$ cat config.mk
export PLATFORM = sky130hd
export DESIGN_NAME = io_interface
export DESIGN_NICKNAME = d
export VERILOG_FILES = /design/src/io_map_pkg.sv /design/src/uart_pkg.sv /design/src/uart_tx.sv /design/src/uart_rx.sv /design/src/uart.sv /design/src/io_interface.sv
export SDC_FILE = /design/constraint.sdc
export NUM_CORES = 1
export LEC_CHECK = 0
export BUFFER_PORTS_ARGS = -buffer_cell sky130_fd_sc_hd__buf_2
export CELL_PAD_IN_SITES_DETAIL_PLACEMENT = 1
export CELL_PAD_IN_SITES_GLOBAL_PLACEMENT = 1
export CORE_ASPECT_RATIO = 1.1
export CORE_MARGIN = 2
export CORE_UTILIZATION = 35
export CTS_BUF_LIST = sky130_fd_sc_hd__clkbuf_16
export DETAILED_ROUTE_END_ITERATION = 7
export PLACE_DENSITY = 0.85
export SLEW_MARGIN = 25
export SYNTH_ARGS = -nofsm -noshare
export SYNTH_HDL_FRONTEND = slang
export SYNTH_SLANG_ARGS = --single-unit
$ cat constraint.sdc
create_clock -name Clock -period 4.4 [get_ports Clock]
set_clock_uncertainty 0.05 [all_clocks]
set_input_delay 0.88 -clock Clock [delete_from_list [all_inputs] [get_ports Clock]]
set_output_delay 0.88 -clock Clock [all_outputs]
set_load 0.02 [all_outputs]
$ cat src/io_map_pkg.sv
package io_map_pkg;

    // ------------------------------------------------------------------------
    // Register addresses on the processor data bus
    // ------------------------------------------------------------------------

    // Status, bit 0 tx ready and bit 1 rx valid
    localparam logic [31:0] io_addr_status  = 32'h8000_0000;

    // Received byte, consumed by a load
    localparam logic [31:0] io_addr_rx_data = 32'h8000_0004;

    // Transmit byte, a store starts a frame
    localparam logic [31:0] io_addr_tx_data = 32'h8000_0008;

    // ------------------------------------------------------------------------
    // Decoded register select
    // ------------------------------------------------------------------------

    typedef enum logic [1:0] {
        reg_status  = 2'd0,
        reg_rx_data = 2'd1,
        reg_tx_data = 2'd2,
        reg_none    = 2'd3
    } io_reg_sel_e;

    // ------------------------------------------------------------------------
    // Bus request from the processor, one access per cycle
    // ------------------------------------------------------------------------

    typedef struct packed {
        logic [31:0] addr;
        logic [31:0] store_data;
        // Any set enable marks a store
        logic [3:0]  byte_en;
        logic        load;
    } io_bus_req_t;

endpackage

$ cat src/uart_pkg.sv
package uart_pkg;

    // ------------------------------------------------------------------------
    // Serial line format, 8N1
    // ------------------------------------------------------------------------

    localparam int   uart_data_bits = 8;
    localparam logic uart_line_idle = 1'b1;
    localparam logic uart_start_bit = 1'b0;
    localparam logic uart_stop_bit  = 1'b1;

    typedef logic [uart_data_bits-1:0] uart_byte_t;

    // Byte with its valid, used in both directions
    typedef struct packed {
        uart_byte_t data;
        logic       valid;
    } uart_chan_t;

    // ------------------------------------------------------------------------
    // Frame state machines
    // ------------------------------------------------------------------------

    typedef enum logic [1:0] {
        tx_idle, tx_start, tx_data, tx_stop
    } uart_tx_state_e;

    typedef enum logic [1:0] {
        rx_idle, rx_start, rx_data, rx_stop
    } uart_rx_state_e;

endpackage

$ cat src/uart_tx.sv
`timescale 1ns/1ps

module uart_tx
    import uart_pkg::*;
#(
    parameter int clks_per_bit = 8
)
(
    input  logic       Clock,
    input  logic       arst_n,
    input  uart_chan_t tx_req,
    output logic       tx_ready,
    output logic       serial_out
);

    localparam int cnt_w = (clks_per_bit > 1) ? $clog2(clks_per_bit) : 1;
    localparam logic [cnt_w-1:0] cnt_last = cnt_w'(clks_per_bit - 1);
    localparam int idx_w = $clog2(uart_data_bits);
    localparam logic [idx_w-1:0] idx_last = idx_w'(uart_data_bits - 1);

    uart_tx_state_e   state;
    logic [cnt_w-1:0] bit_cnt;
    logic [idx_w-1:0] bit_idx;
    uart_byte_t       shift_q;
    logic             bit_end;
    logic             accept;

    // Ready only between frames
    assign tx_ready = (state == tx_idle);
    assign accept   = tx_ready && tx_req.valid;
    assign bit_end  = (bit_cnt == cnt_last);

    always_ff @(posedge Clock or negedge arst_n)
    begin
        if (!arst_n)
        begin
            state      <= tx_idle;
            bit_cnt    <= '0;
            bit_idx    <= '0;
            serial_out <= uart_line_idle;
        end
        else
        begin
            // Bit time counter wraps at each bit boundary
            if (state == tx_idle || bit_end)
                bit_cnt <= '0;
            else
                bit_cnt <= bit_cnt + 1'b1;

            case (state)
                tx_idle:
                begin
                    if (accept)
                    begin
                        state      <= tx_start;
                        serial_out <= uart_start_bit;
                    end
                end
                tx_start:
                begin
                    if (bit_end)
                    begin
                        state      <= tx_data;
                        bit_idx    <= '0;
                        serial_out <= shift_q[0];
                    end
                end
                tx_data:
                begin
                    if (bit_end)
                    begin
                        if (bit_idx == idx_last)
                        begin
                            state      <= tx_stop;
                            serial_out <= uart_stop_bit;
                        end
                        else
                        begin
                            bit_idx    <= bit_idx + 1'b1;
                            serial_out <= shift_q[0];
                        end
                    end
                end
                default:
                begin
                    // Stop bit held a full bit time, then ready again
                    if (bit_end)
                        state <= tx_idle;
                end
            endcase
        end
    end

    // Data shifts out LSB first
    always_ff @(posedge Clock)
    begin
        if (accept)
            shift_q <= tx_req.data;
        else if (bit_end && (state == tx_start || state == tx_data))
            shift_q <= shift_q >> 1;
    end

endmodule

$ cat src/uart_rx.sv
`timescale 1ns/1ps

module uart_rx
    import uart_pkg::*;
#(
    parameter int clks_per_bit = 8
)
(
    input  logic       Clock,
    input  logic       arst_n,
    input  logic       serial_in,
    output uart_chan_t rx_done
);

    localparam int cnt_w = (clks_per_bit > 1) ? $clog2(clks_per_bit) : 1;
    localparam logic [cnt_w-1:0] cnt_last = cnt_w'(clks_per_bit - 1);
    localparam logic [cnt_w-1:0] cnt_half =
        cnt_w'((clks_per_bit > 1) ? (clks_per_bit / 2 - 1) : 0);
    localparam int idx_w = $clog2(uart_data_bits);
    localparam logic [idx_w-1:0] idx_last = idx_w'(uart_data_bits - 1);

    logic [1:0]       sync_q;
    logic             rx_line;
    uart_rx_state_e   state;
    logic [cnt_w-1:0] bit_cnt;
    logic [idx_w-1:0] bit_idx;
    uart_byte_t       shift_q;
    logic             done_q;
    logic             sample;

    // ------------------------------------------------------------------------
    // Input synchronizer
    // ------------------------------------------------------------------------

    always_ff @(posedge Clock or negedge arst_n)
    begin
        if (!arst_n)
            sync_q <= {uart_line_idle, uart_line_idle};
        else
            sync_q <= {sync_q[0], serial_in};
    end

    assign rx_line = sync_q[1];

    // Mid-bit sample point for data and stop bits
    assign sample = (bit_cnt == cnt_last);

    // ------------------------------------------------------------------------
    // Frame state machine
    // ------------------------------------------------------------------------

    always_ff @(posedge Clock or negedge arst_n)
    begin
        if (!arst_n)
        begin
            state   <= rx_idle;
            bit_cnt <= '0;
            bit_idx <= '0;
            done_q  <= 1'b0;
        end
        else
        begin
            done_q <= 1'b0;
            case (state)
                rx_idle:
                begin
                    bit_cnt <= '0;
                    if (rx_line == uart_start_bit)
                        state <= rx_start;
                end
                rx_start:
                begin
                    if (bit_cnt == cnt_half)
                    begin
                        bit_cnt <= '0;
                        bit_idx <= '0;
                        // Glitch shorter than half a bit is a false start
                        state   <= (rx_line == uart_start_bit) ? rx_data : rx_idle;
                    end
                    else
                        bit_cnt <= bit_cnt + 1'b1;
                end
                rx_data:
                begin
                    if (sample)
                    begin
                        bit_cnt <= '0;
                        if (bit_idx == idx_last)
                            state <= rx_stop;
                        else
                            bit_idx <= bit_idx + 1'b1;
                    end
                    else
                        bit_cnt <= bit_cnt + 1'b1;
                end
                default:
                begin
                    // Back to idle at mid-stop so the next start edge is seen
                    if (sample)
                    begin
                        state  <= rx_idle;
                        done_q <= (rx_line == uart_stop_bit);
                    end
                    else
                        bit_cnt <= bit_cnt + 1'b1;
                end
            endcase
        end
    end

    // LSB arrives first
    always_ff @(posedge Clock)
    begin
        if (state == rx_data && sample)
            shift_q <= {rx_line, shift_q[uart_data_bits-1:1]};
    end

    assign rx_done.data  = shift_q;
    assign rx_done.valid = done_q;

endmodule

$ cat src/uart.sv
`timescale 1ns/1ps

module uart
    import uart_pkg::*;
#(
    parameter int clks_per_bit = 8
)
(
    input  logic       Clock,
    input  logic       arst_n,
    input  uart_chan_t tx_req,
    output logic       tx_ready,
    output uart_chan_t rx_resp,
    input  logic       rx_ack,
    input  logic       serial_in,
    output logic       serial_out
);

    uart_chan_t rx_done;
    uart_byte_t rx_hold_data;
    logic       rx_hold_valid;

    uart_tx #(.clks_per_bit(clks_per_bit)) tx0 (
        .Clock      (Clock),
        .arst_n     (arst_n),
        .tx_req     (tx_req),
        .tx_ready   (tx_ready),
        .serial_out (serial_out)
    );

    uart_rx #(.clks_per_bit(clks_per_bit)) rx0 (
        .Clock     (Clock),
        .arst_n    (arst_n),
        .serial_in (serial_in),
        .rx_done   (rx_done)
    );

    // Holding register, a new byte wins over a same-cycle ack
    always_ff @(posedge Clock or negedge arst_n)
    begin
        if (!arst_n)
            rx_hold_valid <= 1'b0;
        else if (rx_done.valid)
            rx_hold_valid <= 1'b1;
        else if (rx_ack)
            rx_hold_valid <= 1'b0;
    end

    always_ff @(posedge Clock)
    begin
        if (rx_done.valid)
            rx_hold_data <= rx_done.data;
    end

    assign rx_resp.data  = rx_hold_data;
    assign rx_resp.valid = rx_hold_valid;

endmodule

$ cat src/io_interface.sv
`timescale 1ns/1ps

module io_interface
    import io_map_pkg::*;
    import uart_pkg::*;
#(
    parameter int clks_per_bit = 8
)
(
    input  logic        Clock,
    input  logic        arst_n,
    input  io_bus_req_t bus_req,
    output logic [31:0] load_data,
    input  logic        serial_in,
    output logic        serial_out
);

    io_reg_sel_e reg_sel;
    logic        is_store;
    uart_byte_t  tx_byte;
    uart_chan_t  tx_req;
    logic        tx_ready;
    uart_chan_t  rx_resp;
    logic        rx_ack;
    logic [31:0] load_next;

    // ------------------------------------------------------------------------
    // Address decode
    // ------------------------------------------------------------------------

    always_comb
    begin
        case (bus_req.addr)
            io_addr_status:  reg_sel = reg_status;
            io_addr_rx_data: reg_sel = reg_rx_data;
            io_addr_tx_data: reg_sel = reg_tx_data;
            default:         reg_sel = reg_none;
        endcase
    end

    assign is_store = |bus_req.byte_en;

    // ------------------------------------------------------------------------
    // Transmit side
    // ------------------------------------------------------------------------

    // Byte lane of the lowest set enable
    always_comb
    begin
        priority casez (bus_req.byte_en)
            4'b???1: tx_byte = bus_req.store_data[7:0];
            4'b??10: tx_byte = bus_req.store_data[15:8];
            4'b?100: tx_byte = bus_req.store_data[23:16];
            4'b1000: tx_byte = bus_req.store_data[31:24];
            default: tx_byte = bus_req.store_data[7:0];
        endcase
    end

    // One-cycle request, dropped by the UART when busy
    assign tx_req.data  = tx_byte;
    assign tx_req.valid = is_store && (reg_sel == reg_tx_data);

    // ------------------------------------------------------------------------
    // Load path
    // ------------------------------------------------------------------------

    // Reading rx data consumes the byte
    assign rx_ack = bus_req.load && (reg_sel == reg_rx_data);

    always_comb
    begin
        case (reg_sel)
            reg_status:  load_next = {30'b0, rx_resp.valid, tx_ready};
            reg_rx_data: load_next = {{(32 - uart_data_bits){1'b0}}, rx_resp.data};
            default:     load_next = '0;
        endcase
    end

    // Load value appears the cycle after the strobe
    always_ff @(posedge Clock or negedge arst_n)
    begin
        if (!arst_n)
            load_data <= '0;
        else if (bus_req.load)
            load_data <= load_next;
    end

    uart #(.clks_per_bit(clks_per_bit)) uart0 (
        .Clock      (Clock),
        .arst_n     (arst_n),
        .tx_req     (tx_req),
        .tx_ready   (tx_ready),
        .rx_resp    (rx_resp),
        .rx_ack     (rx_ack),
        .serial_in  (serial_in),
        .serial_out (serial_out)
    );

endmodule

After elaboration in Yosys (flattened, before gate mapping)
Cells that the tools add are included.

Register bits after elaboration: 77. Output and inout bits: 33. Word-level logic and storage cells: 110.

Add/sub/neg operators: 4. Eq/ne operators: 28. Mux-type cells: 40. Reductions and logical operators: 24.

Operators by type and width (count): 32-bit equality test, second input constant (3); 3-bit 2-to-1 mux (10); 8-bit case mux with 3 select lines (1); 2-bit 2-to-1 mux (11); 2-bit inequality test, second input constant (9); 2-bit case mux with 3 select lines (3); 8-bit 2-to-1 mux (2); 8-bit case mux with 2 select lines (1); 3-bit equality test, second input constant (5); 3-bit by 1-bit adder with 3-bit output, second input constant (4); 3-bit case mux with 2 select lines (2); 4-bit AND reduction (3); 5-bit AND reduction (2); 2-bit nonzero test (5); 3-bit case mux with 3 select lines (1); 2-bit equality test, second input constant (4); 1-bit 2-to-1 mux (8); 2-bit by 1-bit equality test with 1-bit output, second input constant (3); 2-bit logical NOT (3); 3-bit nonzero test (2); 1-bit logical AND (5); 4-bit equality test, second input constant (1); 4-bit by 1-bit inequality test with 1-bit output, second input constant (1); 4-bit OR reduction (1); other kinds (5) (6).

Depth between registers and ports, before layout
Depth in word-level cells: 7. Depth in mapped cells: 7. Gate-level depth less buffers: 7.

By module
Synthesis repeated with hierarchy kept, for this count alone.

Cell total of the unflattened synthesis: 259. Area total of the unflattened synthesis: 3036.7 um2.

By module, submodules not included: io_interface (instances 1, cells an instance 107, area each 969.7 um2, sequential area each 200.2 um2); uart_tx (instances 1, cells an instance 69, area each 907.1 um2, sequential area each 466.7 um2); uart_rx (instances 1, cells an instance 71, area each 875.8 um2, sequential area each 518.0 um2); uart (instances 1, cells an instance 12, area each 284.0 um2, sequential area each 265.3 um2).

Worst setup path after synthesis
OpenSTA, ideal clock, no wires.

Kind: input-to-reg. Start: in bus_req[61] (netlist bit). End: reg uart0.tx0.shift_q[0] (data pin). Library setup time: 262 ps. Arrival time: 2206 ps. Required time: 4088 ps. Slack: 1882 ps. Stages: 6. Path buffers: 1. Path through: nor4_2 > nand4_2 > nor2_2 > and3_1 > buf_4 > mux2_1.

Longest elaborated chain between the ends: 6. Elaborated cells on any way between the ends: 8.

Ends and longest elaborated chain: from (decl) (line io_interface.sv:12) `input io_bus_req_t bus_req,`; 32-bit equality test (line io_interface.sv:33) `case (bus_req.addr)`; 2-bit case mux with 3 select lines * (line io_interface.sv:33); 2-bit equality test * (line io_interface.sv:61) `assign tx_req.valid = is_store && (reg_sel == reg_tx_data);`; 1-bit logical AND * (line io_interface.sv:61); 1-bit logical AND * (line uart_tx.sv:30) `assign accept = tx_ready && tx_req.valid;`; 8-bit 2-to-1 mux * (line uart_tx.sv:97) `if (accept)`; to (signal assigned) (line uart_tx.sv:98) `shift_q <= tx_req.data;`; to (signal assigned) (line uart_tx.sv:100) `shift_q <= shift_q >> 1;`; to (decl) (line uart_tx.sv:24) `uart_byte_t shift_q;`.

Mark *: on every way between the ends. The rest lies on a longest branch, timed or not. A chain may end at the register's enable or synchronous reset.

Worst setup path after layout
Start: in bus_req[56] (netlist bit). End: reg uart0.tx0.shift_q[1], enable pin.

Longest elaborated chain between the ends: 6. Elaborated cells on any way between the ends: 8.

Ends and longest elaborated chain (line): 32-bit equality test (io_interface.sv:33); 2-bit case mux with 3 select lines * (io_interface.sv:33); 2-bit equality test * (io_interface.sv:61); 1-bit logical AND * (io_interface.sv:61); 1-bit logical AND * (uart_tx.sv:30); 2-bit nonzero test (no source line) *.

Marked as above.

==> results.toml <==
[timing]
layout_min_cycle_time_ns = 2.72
hold_ws_ns = 0.306
slew_headroom = 0.557
tightest_slew_ns = 0.664
drv_slew = 0
setup_slack_ns = 1.68
finalSetupTns_ns = 0
report.final.setup_viol = 0
hold_viol_final = 0
max_freq_mhz = 368
rsz0062_at_grt = "false"
fin_crit_sh = 0.618

[synthesis]
avgSynthCellArea_um2 = 11.7
ys_seq_area_frac = 0.498
ys_ff_latch = 53
synth_mux_area_frac = 0.0541
yosysTopAreaCell = "edfxtp_1"
ys_warn_count = 0
synthFlopType = "dfrtp_1"
synth_area_leaders = "edfxtp_1 (25%), dfrtp_1 (22%), buf_4 (6.4%)"
yosys.area_share.simple = 0.144
ys_types = 45
synth_top_family_by_area = "compound AO/OA/AOI/OAI gates"
synth_edf_count = 24
synth_fa_ha_area_frac = 0.0602
synth_top_area_frac = 0.248
async_flop_share = 0.547
synth_xor_area_frac = 0
synth_common_cells = "dfrtp_1 (26), buf_4 (25), edfxtp_1 (24)"
synthesis.instances = 248
synth_compound_area_frac = 0.150
syn_area_um2 = 2910
yosysMostFrequentCell = "dfrtp_1"

[power_and_ir_drop]
powerDensity_nw_per_um2 = 368
vdd_drop_max_mv = 0.179
leakage_nw = 1.59
power_frac_seq = 0.471
p_int_uw = 887
clockPowerShare = 0.315
power_frac_comb = 0.213
switching_share = 0.303
power_switching_uw = 386

[die]
die_w_um = 91.0
dieArea_um2 = 9070
rows = 34
fp.dieH_um = 99.7
boundaryPins = 105
core_area_um2 = 8000
initial_core_util = 0.364

[setup_path]
critPathTopFamily = "simple AND/OR/NAND/NOR gates"
critPathRequiredTime_ns = 4.32
path_cells = "buf_2, nor4_2, nand4_2, nor2_2, and3_1, a21o_1"
crit_path_end = "uart0.tx0.shift_q[1]"
worstReg2RegEnd = "uart0.tx0.shift_q[1]"
timing.rr.start = "uart0.tx0.state[0]"
cp-startpoint = "bus_req[56]"
r2r_slack_ns = 2.35
reg2regPathDepth = 4
cpMaxStageDelayCell = "and3_1"
path_buf_inv = 1
critPathMaxStageDelay_ns = 0.48
critPathKind = "in -> reg"
crit_path_start_kind = "input pin"
path_depth = 6
cp.arrival_ns = 2.63
crit_path_max_fanout = 9
worstSetupEndpointType = "register"

[clock_network]
clockBufferDepth = 2
postCtsHoldBufs = 0
cts_tree = "yes"
postCtsResizedCells = 0
insertion_delay_ns = 0.29
clock-sinks = 53
htree_levels = 2
cts_inserted_buffers = 5
cts-root-buf = "clkbuf_16"
postCtsSetupRepairBufs = 0
clkSlewWorstSetupHoldPaths_ns = 0.07

[drt]
via_per_inst = 4.95
drtAntennaViolNets = 0
drc = 0
drt-total-wl_um = 6540
dr_total_vias = 2143
drt_iter0_drc = 59
wl_per_cell_um = 15.1
first_pass_iters = 4

[placed_design]
dpl.hpwl_um = 5110
port_buffers = 80
place_congestion = 0.743
pre_cts_ws_ns = 1.34

[global_route]
grt_pass1_wl_um = 10900
track_usage = 0.149
grt_max_degree = 30
first_global_vias = 2363
antenna_found_initial = 0
overflow = 0

[finish]
layout-drive-gt1-share = 0.338
area_growth_pct = 19.0
fillers = 923
multi_input_area_um2 = 1280
seq_area_um2 = 1450
diodes = 0
nNetsFinal = 410

[status]
status = "finished, final reports clean"

[job]
max-cap-violations = 0

[worst_hold_path]
hp-start = "uart0.rx0.sync_q[0]"
hold_path_class = "reg -> reg"
[worst min-delay path by stage]
stage | endpoint | depth (start not counted) | slack [ns]
6_report | uart0.rx0.sync_q[1] | 0 | 0.31
5_1_grt | uart0.rx0.sync_q[1] | 0 | 0.31
4_1_cts | uart0.rx0.sync_q[1] | 0 | 0.31
3_5_place_dp | uart0.rx0.sync_q[1] | 0 | 0.30
3_3_place_gp | uart0.rx0.sync_q[1] | 0 | 0.30
2_1_floorplan | uart0.rx0.sync_q[1] | 0 | 0.30
[kinds of logic after synthesis]
group,Yosys count
simple gates,68
compound gates,53
flops,53
buf+inv,46
fa+ha+maj,14
mux,13
other cells,1
[power by group through the flow]
stage | clock network [mW] | logic (mW) | registers [mW]
floorplan | 0 | 0.213 | 0.588
global placement | 0 | 0.250 | 0.604
detailed placement | 0 | 0.272 | 0.609
CTS | 0.412 | 0.275 | 0.599
global route | 0.432 | 0.309 | 0.608
finish | 0.401 | 0.271 | 0.600
[cell usage in the layout, fill, tap and decap left out, drive strengths merged, types with 5 or more instances in the layout]
cell type  Yosys  routed
inv           11      13
a32o           7       7
ha            14      14
a221oi         8       8
o31ai          7       7
nor4           7       7
buf           28      80
edfxtp        24      24
nor2b         11      11
dfrtp         26      26
mux2           9       9
nor3           5       5
nand2         22      22
conb           1      24
nor2          15      15
a22o           7       7
o21ai          7       7
clkbuf         6       5
[area by class of cell]
type | instances | share of cell area
Clock buffer | 5 | 0.0361
Clock inverter | 3 | 0.00723
Inverter | 12 | 0.0130
Multi-Input combinational cell | 172 | 0.370
Sequential cell | 53 | 0.419
Tap cell | 108 | 0.0390
Timing Repair Buffer | 80 | 0.116
[state kept, by name, indices dropped and copies added (netlist names), 2 cells and up]
| register | count |
|---|---|
| load_data | 8 |
| uart0.rx0.bit_cnt | 3 |
| uart0.rx0.state | 2 |
| uart0.tx0.bit_idx | 3 |
| uart0.rx0.shift_q | 8 |
| uart0.tx0.shift_q | 8 |
| uart0.rx0.bit_idx | 3 |
| uart0.rx0.sync_q | 2 |
| uart0.tx0.state | 2 |
| uart0.tx0.bit_cnt | 3 |
| uart0.rx_hold_data | 8 |
[metal layers]
layer | track usage | share of wire | vias up | wire length, µm
li1 | - | - | 1021 | -
met1 | 0.152 | 0.37 | 1047 | 2440
met2 | 0.288 | 0.56 | 65 | 3650
met3 | 0.0455 | 0.057 | 10 | 370
met4 | 0.0478 | 0.012 | 0 | 78
met5 | 0 | 0 | - | 0
[per-stage QoR]
| step | util | power [mW] | area (µm²) | cells |
|---|---|---|---|---|
| detailed placement | 0.414 | 0.881 | 3310 | 425 |
| floorplan | - | 0.801 | 3000 | 271 |
| global route | 0.433 | 1.35 | 3460 | 433 |
| CTS | 0.432 | 1.29 | 3460 | 433 |
| finish | 0.433 | 1.27 | 3460 | 433 |
| global placement | 0.414 | 0.854 | 3310 | 425 |
[worst reg2reg max path: cells and delay by family (launching register included)]
family	cells	cell delay (ns)
buffers and inverters	1	0.11
adders and majority gates	1	0.35
and+or+nand+nor	1	0.48
AOI/OAI and AO/OA	1	0.33
DFF	1	0.41
No activity file was read; power rests on OpenSTA's default activity.
